===== config.mk =====
export PLATFORM = sky130hd
export DESIGN_NAME = axi_chan_link
export DESIGN_NICKNAME = d
export VERILOG_FILES = /design/src/hw/mem_layout_pkg.sv /design/src/hw/axi_transmit.sv /design/src/hw/axi_receive.sv /design/src/hw/mem_id_decode.sv /design/src/hw/axi_chan_link.sv
export SDC_FILE = /design/constraint.sdc
export NUM_CORES = 1
export LEC_CHECK = 0
export ABC_AREA = 1
export BUFFER_PORTS_ARGS = -buffer_cell sky130_fd_sc_hd__buf_2
export CORE_UTILIZATION = 40
export DETAILED_ROUTE_END_ITERATION = 8
export PLACE_DENSITY = 0.63
export SETUP_SLACK_MARGIN = 0.05
export SYNTH_ARGS = -nofsm -noshare
export SYNTH_HDL_FRONTEND = slang
export SYNTH_SLANG_ARGS = --single-unit

===== constraint.sdc =====
create_clock -name clk -period 3.8 [get_ports clk]
set_clock_uncertainty 0.1 [all_clocks]
set_input_delay 0.57 -clock clk [delete_from_list [all_inputs] [get_ports clk]]
set_output_delay 0.57 -clock clk [all_outputs]
set_load 0.03 [all_outputs]

===== src/hw/mem_layout_pkg.sv =====
package mem_layout_pkg;

  // narrow beat buses and the wide words they carry
  parameter int A_BUS_WIDTH   = 8;
  parameter int A_DATA_WIDTH  = 32;
  parameter int WD_BUS_WIDTH  = 16;
  parameter int WD_DATA_WIDTH = 32;

  parameter int ADDR_NUM = 4; // regions in the memory map

  typedef enum logic [2:0] {
    MEM_INSTR,
    MEM_DATA,
    MEM_STACK,
    MEM_MMIO,
    MEM_NONE // address outside every region
  } mem_id_e;

  // regions must not overlap
  parameter logic [A_DATA_WIDTH-1:0] region_base [ADDR_NUM] = '{
    32'h0000_0000, // instruction memory
    32'h1000_0000, // data memory
    32'h7fff_0000, // stack
    32'h8000_0000  // mmio window
  };

  parameter logic [A_DATA_WIDTH-1:0] region_size [ADDR_NUM] = '{
    32'h0001_0000,
    32'h0004_0000,
    32'h0001_0000,
    32'h0000_1000
  };

  parameter mem_id_e region_id [ADDR_NUM] = '{
    MEM_INSTR,
    MEM_DATA,
    MEM_STACK,
    MEM_MMIO
  };

  typedef enum logic [1:0] {
    TX_IDLE,         // ready for a new word
    TX_REQ,          // req high, waiting for ack
    TX_WAIT_ACK_LOW  // req dropped, waiting for ack to fall
  } tx_state_e;

  typedef enum logic [1:0] {
    RX_IDLE, // waiting for req, or word complete
    RX_ACK,  // ack high, waiting for req to fall
    RX_HOLD  // word presented until consumed
  } rx_state_e;

endpackage


===== src/hw/axi_transmit.sv =====
`timescale 1ns/1ps

module axi_transmit
  import mem_layout_pkg::*;
#(
  parameter int BUS_WIDTH  = 8,
  parameter int DATA_WIDTH = 32
) (
  input  logic                  clk,
  input  logic                  rst,
  input  logic                  send,
  input  logic [DATA_WIDTH-1:0] data_to_send,
  output logic                  trans_rdy,
  output logic [BUS_WIDTH-1:0]  beat_data,
  output logic                  req,
  input  logic                  ack
);

  localparam int BEATS = DATA_WIDTH / BUS_WIDTH;
  localparam int CNT_W = $clog2(BEATS + 1);

  tx_state_e             state;
  logic [CNT_W-1:0]      beat_cnt;
  logic [DATA_WIDTH-1:0] shift_word; // low slice is the beat on the bus
  logic                  last_beat;

  assign last_beat = (beat_cnt == CNT_W'(BEATS - 1));

  assign trans_rdy = (state == TX_IDLE);
  assign req       = (state == TX_REQ);
  assign beat_data = shift_word[BUS_WIDTH-1:0];

  always_ff @(posedge clk) begin
    if (rst) begin
      state    <= TX_IDLE;
      beat_cnt <= '0;
    end else begin
      case (state)
        TX_IDLE: begin
          if (send) begin
            state    <= TX_REQ;
            beat_cnt <= '0;
          end
        end
        TX_REQ: begin
          if (ack) state <= TX_WAIT_ACK_LOW; // receiver has the beat
        end
        TX_WAIT_ACK_LOW: begin
          if (!ack) begin
            if (last_beat) begin
              state <= TX_IDLE;
            end else begin
              state    <= TX_REQ; // next beat goes out right away
              beat_cnt <= beat_cnt + 1'b1;
            end
          end
        end
        default: state <= TX_IDLE;
      endcase
    end
  end

  // word register, shifted one beat down between handshakes
  always_ff @(posedge clk) begin
    if (state == TX_IDLE && send) begin
      shift_word <= data_to_send;
    end else if (state == TX_WAIT_ACK_LOW && !ack && !last_beat) begin
      shift_word <= shift_word >> BUS_WIDTH;
    end
  end

endmodule


===== src/hw/axi_receive.sv =====
`timescale 1ns/1ps

module axi_receive
  import mem_layout_pkg::*;
#(
  parameter int BUS_WIDTH  = 8,
  parameter int DATA_WIDTH = 32
) (
  input  logic                  clk,
  input  logic                  rst,
  input  logic [BUS_WIDTH-1:0]  beat_data,
  input  logic                  req,
  output logic                  ack,
  output logic [DATA_WIDTH-1:0] data,
  output logic                  valid_data,
  input  logic                  dev_rdy
);

  localparam int BEATS = DATA_WIDTH / BUS_WIDTH;
  localparam int CNT_W = $clog2(BEATS + 1);

  rx_state_e             state;
  logic [CNT_W-1:0]      beat_cnt; // beats captured so far
  logic [DATA_WIDTH-1:0] assembly;
  logic                  word_done;
  logic                  capture;

  assign word_done = (beat_cnt == CNT_W'(BEATS));
  assign capture   = (state == RX_IDLE) && !word_done && req;

  assign ack        = (state == RX_ACK);
  assign valid_data = (state == RX_HOLD);
  assign data       = assembly;

  always_ff @(posedge clk) begin
    if (rst) begin
      state    <= RX_IDLE;
      beat_cnt <= '0;
    end else begin
      case (state)
        RX_IDLE: begin
          if (word_done) begin
            state    <= RX_HOLD; // one cycle after the final ack falls
            beat_cnt <= '0;
          end else if (req) begin
            state <= RX_ACK;
          end
        end
        RX_ACK: begin
          if (!req) begin
            state    <= RX_IDLE;
            beat_cnt <= beat_cnt + 1'b1;
          end
        end
        RX_HOLD: begin
          // no ack is raised here, so a new word stalls at req
          if (dev_rdy) state <= RX_IDLE;
        end
        default: state <= RX_IDLE;
      endcase
    end
  end

  // beats arrive least significant first
  always_ff @(posedge clk) begin
    if (capture) begin
      assembly[beat_cnt * BUS_WIDTH +: BUS_WIDTH] <= beat_data;
    end
  end

endmodule


===== src/hw/mem_id_decode.sv =====
`timescale 1ns/1ps

module mem_id_decode
  import mem_layout_pkg::*;
(
  input  logic [A_DATA_WIDTH-1:0] addr,
  output mem_id_e                 mem_id
);

  logic [ADDR_NUM-1:0] hit;

  // offset compare keeps base plus size from wrapping at the top of the map
  always_comb begin
    for (int i = 0; i < ADDR_NUM; i++) begin
      hit[i] = (addr >= region_base[i]) &&
               ((addr - region_base[i]) < region_size[i]);
    end
  end

  always_comb begin
    mem_id = MEM_NONE;
    for (int i = 0; i < ADDR_NUM; i++) begin
      if (hit[i]) mem_id = region_id[i]; // regions are disjoint
    end
  end

endmodule


===== src/hw/axi_chan_link.sv =====
`timescale 1ns/1ps

module axi_chan_link
  import mem_layout_pkg::*;
(
  input  logic                     clk,
  input  logic                     rst,
  input  logic                     a_send,
  input  logic [A_DATA_WIDTH-1:0]  a_data_to_send,
  output logic                     a_trans_rdy,
  output logic [A_DATA_WIDTH-1:0]  a_data,
  output mem_id_e                  a_mem_id,
  output logic                     a_valid_data,
  input  logic                     a_dev_rdy,
  input  logic                     wd_send,
  input  logic [WD_DATA_WIDTH-1:0] wd_data_to_send,
  output logic                     wd_trans_rdy,
  output logic [WD_DATA_WIDTH-1:0] wd_data,
  output logic                     wd_valid_data,
  input  logic                     wd_dev_rdy
);

  logic [A_BUS_WIDTH-1:0]  a_beat;
  logic                    a_req;
  logic                    a_ack;
  logic [WD_BUS_WIDTH-1:0] wd_beat;
  logic                    wd_req;
  logic                    wd_ack;

  // address channel
  axi_transmit #(.BUS_WIDTH(A_BUS_WIDTH), .DATA_WIDTH(A_DATA_WIDTH)) addr_transmit (
    .clk          (clk),
    .rst          (rst),
    .send         (a_send),
    .data_to_send (a_data_to_send),
    .trans_rdy    (a_trans_rdy),
    .beat_data    (a_beat),
    .req          (a_req),
    .ack          (a_ack)
  );

  axi_receive #(.BUS_WIDTH(A_BUS_WIDTH), .DATA_WIDTH(A_DATA_WIDTH)) addr_receive (
    .clk        (clk),
    .rst        (rst),
    .beat_data  (a_beat),
    .req        (a_req),
    .ack        (a_ack),
    .data       (a_data),
    .valid_data (a_valid_data),
    .dev_rdy    (a_dev_rdy)
  );

  mem_id_decode u_mem_id_decode (
    .addr   (a_data),
    .mem_id (a_mem_id)
  );

  // write-data channel, independent of the address path
  axi_transmit #(.BUS_WIDTH(WD_BUS_WIDTH), .DATA_WIDTH(WD_DATA_WIDTH)) wd_transmit (
    .clk          (clk),
    .rst          (rst),
    .send         (wd_send),
    .data_to_send (wd_data_to_send),
    .trans_rdy    (wd_trans_rdy),
    .beat_data    (wd_beat),
    .req          (wd_req),
    .ack          (wd_ack)
  );

  axi_receive #(.BUS_WIDTH(WD_BUS_WIDTH), .DATA_WIDTH(WD_DATA_WIDTH)) wd_receive (
    .clk        (clk),
    .rst        (rst),
    .beat_data  (wd_beat),
    .req        (wd_req),
    .ack        (wd_ack),
    .data       (wd_data),
    .valid_data (wd_valid_data),
    .dev_rdy    (wd_dev_rdy)
  );

endmodule


==> results of run 1 <==
==> state kept, by name, summed over array words and instances (netlist names), 3 cells and up <==
signal	flops
addr_receive.beat_cnt	3
addr_receive.data	32
wd_transmit.shift_word	32
addr_transmit.beat_cnt	3
addr_transmit.shift_word	32
wd_receive.data	32
==> power groups by stage <==
stage               combinational, mW  sequential, mW  clock (mW)
floorplan                       0.382            2.15           0
global placement                0.685            2.05           0
detailed placement              0.693            2.05           0
CTS                             0.695            2.02        1.65
global route                    0.771            2.03        1.73
finish                          0.682            2.02        1.63
==> final cells by class <==
cell class	count	area [um2]	area share
Clock inverter	12	141	0.0177
Multi-Input combinational cell	403	1840	0.230
Clock buffer	19	433	0.0542
Sequential cell	146	4200	0.526
Inverter	93	349	0.0437
Tap cell	216	270	0.0338
Timing Repair Buffer	147	753	0.0943
==> worst max-delay path: stages (launching register included) <==
cell                      delay, ns
sky130_fd_sc_hd__dfxtp_1       0.88
sky130_fd_sc_hd__inv_1         0.19
sky130_fd_sc_hd__ha_1          0.28
sky130_fd_sc_hd__ha_1          0.23
sky130_fd_sc_hd__nor3_1        0.19
sky130_fd_sc_hd__nand2_1       0.15
sky130_fd_sc_hd__nor2_1        0.54
==> logic make-up after synthesis <==
family,after synthesis
and+or+nand+nor,364
buffers and inverters,109
adders and majority gates,14
DFF,146
xor gates and xnor gates,1
AOI/OAI and AO/OA,24
==> through the flow <==
step,cells,util
after detailed placement,1005,0.469
after floorplan,658,-
after global placement,1005,0.469
after global routing,1036,0.505
after CTS,1036,0.505
final,1036,0.505
==> routing by layer <==
layer  vias to the layer above  part of all wire  global-route usage  routed length (um)
met5                         -                 0                   0                   0
met4                         0             0.026              0.0865                 334
met3                        27             0.046              0.0450                 598
met2                       128              0.47               0.263                6030
met1                      2015              0.46               0.209                5980
li1                       2412                 -                   -                   -
==> cells in the final DEF, fill, tap and decap left out, drive strengths merged <==
| master | Yosys | routed |
|---|---|---|
| edfxtp | 128 | 128 |
| clkinvlp | 0 | 3 |
| inv | 93 | 93 |
| clkinv | 0 | 6 |
| nand4 | 6 | 6 |
| xor2 | 1 | 1 |
| nand3 | 15 | 15 |
| o21a | 1 | 1 |
| a211oi | 3 | 3 |
| nor2 | 129 | 129 |
| bufinv | 0 | 3 |
| buf | 12 | 147 |
| nor4 | 2 | 2 |
| nand3b | 3 | 3 |
| clkbuf | 4 | 19 |
| dfxtp | 18 | 18 |
| or2 | 2 | 2 |
| o21ai | 5 | 5 |
| ha | 14 | 14 |
| nor3b | 1 | 1 |
| nand2 | 188 | 188 |
| nor3 | 18 | 18 |
| a21oi | 12 | 12 |
| o22ai | 1 | 1 |
| o211ai | 2 | 2 |
==> how the worst max path moves through the flow <==
stage                                 end  cells after the start
floorplan            addr_receive.data[0]                      7
global placement     addr_receive.data[0]                      7
detailed placement  addr_receive.data[31]                      6
CTS                 addr_receive.data[25]                      6
global route        addr_receive.data[29]                      6
finish               addr_receive.data[9]                      6
==> qor.csv, run 1 <==
stage;metric;value;unit
finish;number of fill cells in the layout;1448;
detailed_routing;detail-routed net length per standard cell;12.5;um
global_routing;gr usage total;0.166;
timing;final setup margin;0.871;ns
power_and_ir_drop;Worst IR Drop VDD;0.000286;V
synth;average instance area after synthesis;9.85;um2
place;input/output buffers;140;
synth;mux contribution to synthesized area;0;
synth;main combinational cell family by area after synthesis;simple AND/OR/NAND/NOR gates;
synth;post-synthesis compound-gate area fraction;0.0216;
die;chip height;129;um
critical_path;crit end category;flop;
critical_path;startpoint types;flop;
synth;ranking of synthesized cells by area;sky130_fd_sc_hd__edfxtp_1 59%, sky130_fd_sc_hd__nand2_1 11%, sky130_fd_sc_hd__nor2_1 7.2%;
clock_network;deepest clock path buffer count;2;
synth;net count after synthesis;742;
critical_path;required time at the worst-slack endpoint;3.75;ns
hold_path;Min-Delay Path Depth;4;
global_routing;pin count of the biggest net entering global routing;36;
power_and_ir_drop;switching share of power;0.266;
place;Post-DP HPWL;9.41;mm
synth;area leader, netlist;sky130_fd_sc_hd__edfxtp_1;
die;overall die width;129;um
synth;most common library cells after synthesis;186 x sky130_fd_sc_hd__nand2_1, 128 x sky130_fd_sc_hd__edfxtp_1, 124 x sky130_fd_sc_hd__nor2_1;
place;pre-CTS setup slack;0.891;ns
finish;Final nets;892;
critical_path;endpoint of the lowest-slack register-to-register path;addr_receive.data[9];
synth;number of storage elements in the synthesis netlist;146;
power_and_ir_drop;sequential cell fraction of total power;0.466;
detailed_routing;Vias per Instance;4.42;
detailed_routing;remaining number of nets flagged by the antenna check after routing;0;
critical_path;CP Class;flop to flop;
synth;total of warnings raised by yosys;0;
synth;register area share after synthesis;0.649;
detailed_routing;First-pass DRT Iterations;4;
clock_network;later-pin clock latency in the skew report;0.42;ns
clock_network;clock slew at the register clock pins of the worst setup and hold paths;0.06;ns
place;routability congestion estimate from global placement;0.845;
timing;Least-Margin Pin Slew;0.860;ns
die;Core Region;15800;um2
power_and_ir_drop;share of total power in the clock network;0.376;
detailed_routing;sum of routed wire length over all layers;12.9;mm
timing;Finish-stage setup viols;0;
die;count of pins on the block boundary;141;
power_and_ir_drop;Int Power;3.17;mW
detailed_routing;via count;4582;
global_routing;number of global-route vias before repair;4285;
critical_path;launch point of the worst reg-to-reg path;addr_receive.beat_cnt[0];
clock_network;clock root buffer;sky130_fd_sc_hd__clkbuf_16;
critical_path;register-to-register setup slack;0.87;ns
critical_path;number of cells on the worst reg-to-reg path;6;
synth;netlist area before placement;6480;um2
synth;ys flop type;sky130_fd_sc_hd__edfxtp_1;
place;Placed Area;7420;um2
die;initial core utilization;0.409;
hold_path;type of the worst min-delay path;input pin to flop;
synth;post-synthesis share of cell area spent on and, or, nand and nor gates;0.234;
clock_network;CTS hold repair buffers;0;
critical_path;critical path fanouts, max;22;
timing;minimum clock period after layout;2.93;ns
synth;number of flops mapped to enable cells by yosys;128;
clock_network;total CTS buffers;17;
synth;number of distinct library cells after synthesis;31;
synth;area fraction of the dominant cell type after synthesis;0.593;
timing;Setup TNS Final;0;ns
global_routing;initial antenna violation count;0;
synth;Synth Instances;658;
finish;share of post-route cells with drive strength above 1;0.234;
flow_run;number of maximum-capacitance violations;0;
die;row cnt;46;
synth;Synth Area in Adders;0.0270;
timing;count of final hold-check violations;0;
finish;antenna cell count;0;
finish;area overhead of the layout relative to synthesis;23.3;%
critical_path;crit path launch;addr_receive.beat_cnt[0];
clock_network;count of H-tree levels built during CTS;4;
hold_path;worst min-delay path startpoint;wd_dev_rdy;
hold_path;Worst Hold Path EP;wd_receive.state[1];
detailed_routing;Starting DRT DRC Count;272;
clock_network;clock tree from TritonCTS;yes;
finish;final design instance area without fill;7990;um2
synth;parity-gate share of the synthesized area counting xor and xnor cells;0.00135;
die;area enclosed by the die boundary;16700;um2
power_and_ir_drop;Power Density;542;nW/um2
timing;max-slew violations;0;
timing;share of the clock period used by the worst path after layout;0.771;
power_and_ir_drop;switching power total;1.15;mW
clock_network;Resize count post-CTS;0;
run_status;outcome;completed;
power_and_ir_drop;Gate power share;0.158;
clock_network;count of buffers added by post-CTS timing repair for setup;0;
power_and_ir_drop;static leakage;3.60;nW
timing;Peak Freq;341;MHz
clock_network;clock sink count;146;
global_routing;global route overflow;0;
synth;share of flip-flops with an asynchronous set or reset after synthesis;0;
critical_path;WP data arrival;2.88;ns
timing;worst hold slack across all endpoints;0.315;ns
power_and_ir_drop;power after layout;4.33;mW
timing;headroom to the max-slew limit;0.426;
global_routing;global-route wire length before repair;20.7;mm
detailed_routing;total DRC errors in the routed layout;0;
timing;unrepaired setup endpoints after global routing;no;
synth;dominant cell by count in the synthesized netlist;sky130_fd_sc_hd__nand2_1;
Note: power is estimated with default switching activity, not from simulation.
==> run 2: changes to the inputs <==
PLACE_DENSITY = 0.65   (was 0.63)
clock period = 2.5 ns   (was 3.8 ns; I/O delays follow)
==> qor.csv, run 2 (synthesis gave the netlist of run 1 again) <==
stage;metric;value;unit;change
finish;area overhead of the layout relative to synthesis;26.1;%;
die;row cnt;46;;unchanged
place;pre-CTS setup slack;0.241;ns;-0.650 ns
timing;headroom to the max-slew limit;0.545;;+0.119
clock_network;count of H-tree levels built during CTS;4;;unchanged
finish;sequential standard cell area;4200;um2;unchanged
finish;leading cell types in the layout, fill and taps excluded;185 x sky130_fd_sc_hd__nand2_1, 138 x sky130_fd_sc_hd__buf_2, 128 x sky130_fd_sc_hd__edfxtp_1;;
clock_network;clock tree from TritonCTS;yes;;
finish;share of post-route cells with drive strength above 1;0.258;;+0.0242
place;placed cells;1011;;+0.60%
clock_network;deepest clock path buffer count;2;;unchanged
power_and_ir_drop;Gate power share;0.155;;-0.003
critical_path;Crit path largest cell delay;0.48;ns;-0.40 ns
power_and_ir_drop;switching power total;1.79;mW;+55%
global_routing;global-route wire length before repair;21.1;mm;+2.1%
detailed_routing;detail-routed net length per standard cell;12.4;um;-0.76%
power_and_ir_drop;Power Density;825;nW/um2;+52%
timing;minimum clock period after layout;2.31;ns;
timing;share of the clock period used by the worst path after layout;0.926;;
flow_run;number of maximum-capacitance violations;0;;unchanged
run_status;outcome;completed;;
critical_path;chain of cells forming the critical path;buf_4 -> nor3_4 -> nand4_1 -> nand3b_1 -> nand2_1 -> clkbuf_4;;
timing;Peak Freq;432;MHz;
place;Post-DP HPWL;9.34;mm;-0.77%
global_routing;number of global-route vias before repair;4420;;+3.2%
finish;antenna cell count;0;;unchanged
timing;unrepaired setup endpoints after global routing;yes;;
detailed_routing;Starting DRT DRC Count;233;;-14%
die;count of pins on the block boundary;141;;unchanged
clock_network;clock slew at the register clock pins of the worst setup and hold paths;0.06;ns;about the same
power_and_ir_drop;Int Power;4.95;mW;+56%
detailed_routing;sum of routed wire length over all layers;13.0;mm;+0.77%
power_and_ir_drop;switching share of power;0.266;;-0.000841
timing;final setup margin;0.185;ns;-0.685 ns
place;input/output buffers;140;;unchanged
power_and_ir_drop;share of total power in the clock network;0.391;;+0.015
clock_network;later-pin clock latency in the skew report;0.42;ns;about the same
critical_path;startpoint types;flop;;
die;initial core utilization;0.409;;unchanged
die;chip height;129;um;unchanged
detailed_routing;Vias per Instance;4.42;;about the same
detailed_routing;remaining number of nets flagged by the antenna check after routing;0;;unchanged
global_routing;pin count of the biggest net entering global routing;36;;unchanged
timing;Least-Margin Pin Slew;0.680;ns;-0.180 ns
die;area enclosed by the die boundary;16700;um2;unchanged
critical_path;Worst path slowest cell;sky130_fd_sc_hd__edfxtp_1;;
finish;most common cell after layout, fill and taps aside;sky130_fd_sc_hd__nand2_1;;
clock_network;clock sink count;146;;unchanged
finish;Layout Cells excl Fill;1052;;+1.5%
critical_path;required time at the worst-slack endpoint;2.03;ns;-1.72 ns
die;overall die width;129;um;unchanged
clock_network;total CTS buffers;17;;unchanged
critical_path;critical path fanouts, max;6;;-73%
place;Placed Area;7470;um2;+0.67%
global_routing;initial antenna violation count;0;;unchanged
power_and_ir_drop;static leakage;3.70;nW;+2.8%
timing;Setup TNS Final;0;ns;unchanged
detailed_routing;via count;4650;;+1.5%
critical_path;CP Class;flop to output pin;;
timing;Finish-stage setup viols;0;;unchanged
place;routability congestion estimate from global placement;0.836;;-1.1%
finish;final design instance area without fill;8170;um2;+2.3%
critical_path;crit end category;output pin;;
hold_path;type of the worst min-delay path;input pin to flop;;
global_routing;gr usage total;0.168;;+0.00167
detailed_routing;total DRC errors in the routed layout;0;;unchanged
die;Core Region;15800;um2;unchanged
timing;max-slew violations;0;;unchanged
detailed_routing;First-pass DRT Iterations;5;;+1
finish;number of fill cells in the layout;1467;;+1.3%
global_routing;global route overflow;0;;unchanged
power_and_ir_drop;Worst IR Drop VDD;0.000427;V;+49%
critical_path;WP data arrival;1.84;ns;-1.04 ns
finish;final core utilization;0.516;;+0.0115
clock_network;clock root buffer;sky130_fd_sc_hd__clkbuf_16;;
finish;Final nets;907;;+1.7%
timing;count of final hold-check violations;0;;unchanged
finish;area of the multi-input gates;1860;um2;+1.3%
power_and_ir_drop;sequential cell fraction of total power;0.454;;-0.012
[run 2: cell types whose count changed in the layout (fill, tap and decap cells not counted), sizes merged]
cell,before,now
bufinv,3,4
clkinv,6,4
buf,147,161
clkbuf,19,20
inv,93,95
[run 2: metrics by stage]
stage	total power [mW]	hold slack [ns]
after floorplan	3.84	0.329
after global placement	4.16	0.348
after detailed placement	4.18	0.356
after CTS	6.82	0.103
after global routing	7.06	0.108
final	6.75	0.117
[run 2: power by group through the flow]
| stage | Combinational (mW) | Clock (mW) | Sequential (mW) |
|---|---|---|---|
| 2_1_floorplan | 0.582 | 0 | 3.26 |
| 3_3_place_gp | 1.04 | 0 | 3.11 |
| 3_5_place_dp | 1.06 | 0 | 3.11 |
| 4_1_cts | 1.07 | 2.69 | 3.06 |
| 5_1_grt | 1.19 | 2.79 | 3.09 |
| 6_report | 1.05 | 2.64 | 3.06 |
[run 2: final timing paths]
check | startpoint | to | slack, ns | depth (start not counted)
hold / removal | a_data_to_send[18] | addr_transmit.shift_word[18] | 0.12 | 3
setup reg to reg | addr_receive.beat_cnt[1] | addr_receive.data[3] | 0.23 | 7
hold reg to reg | addr_transmit.beat_cnt[0] | addr_transmit.beat_cnt[0] | 0.36 | 1
setup / recovery | addr_receive.data[24] | a_mem_id[0] | 0.19 | 6
[run 2: worst max-delay path: cells and delay by family (launching register included)]
family / cells / cell delay (ns)
buffers and inverters: 2 / 0.38
flip-flops: 1 / 0.48
AND/OR/NAND/NOR: 4 / 0.56
[run 2: routing by layer]
layer / vias up / global-route usage / part of all wire
li1: 2442 / - / -
met1: 2056 / 0.220 / 0.45
met2: 138 / 0.262 / 0.48
met3: 14 / 0.0479 / 0.057
met4: 0 / 0.0678 / 0.013
met5: - / 0 / 0
[run 2: layout make-up]
| cell class | count | area share |
|---|---|---|
| clock inverter | 13 | 0.0224 |
| sequential | 146 | 0.514 |
| inverter | 93 | 0.0427 |
| clock buffer | 19 | 0.0530 |
| multi-input combinational | 403 | 0.228 |
| timing repair buffer | 162 | 0.107 |
| tap | 216 | 0.0331 |
[run 2: repair_timing]
action                     4_1_cts  5_1_grt
resized for setup                0        8
buffers inserted                 0        9
hold buffers                     0        0
setup endpoints to repair        0       11
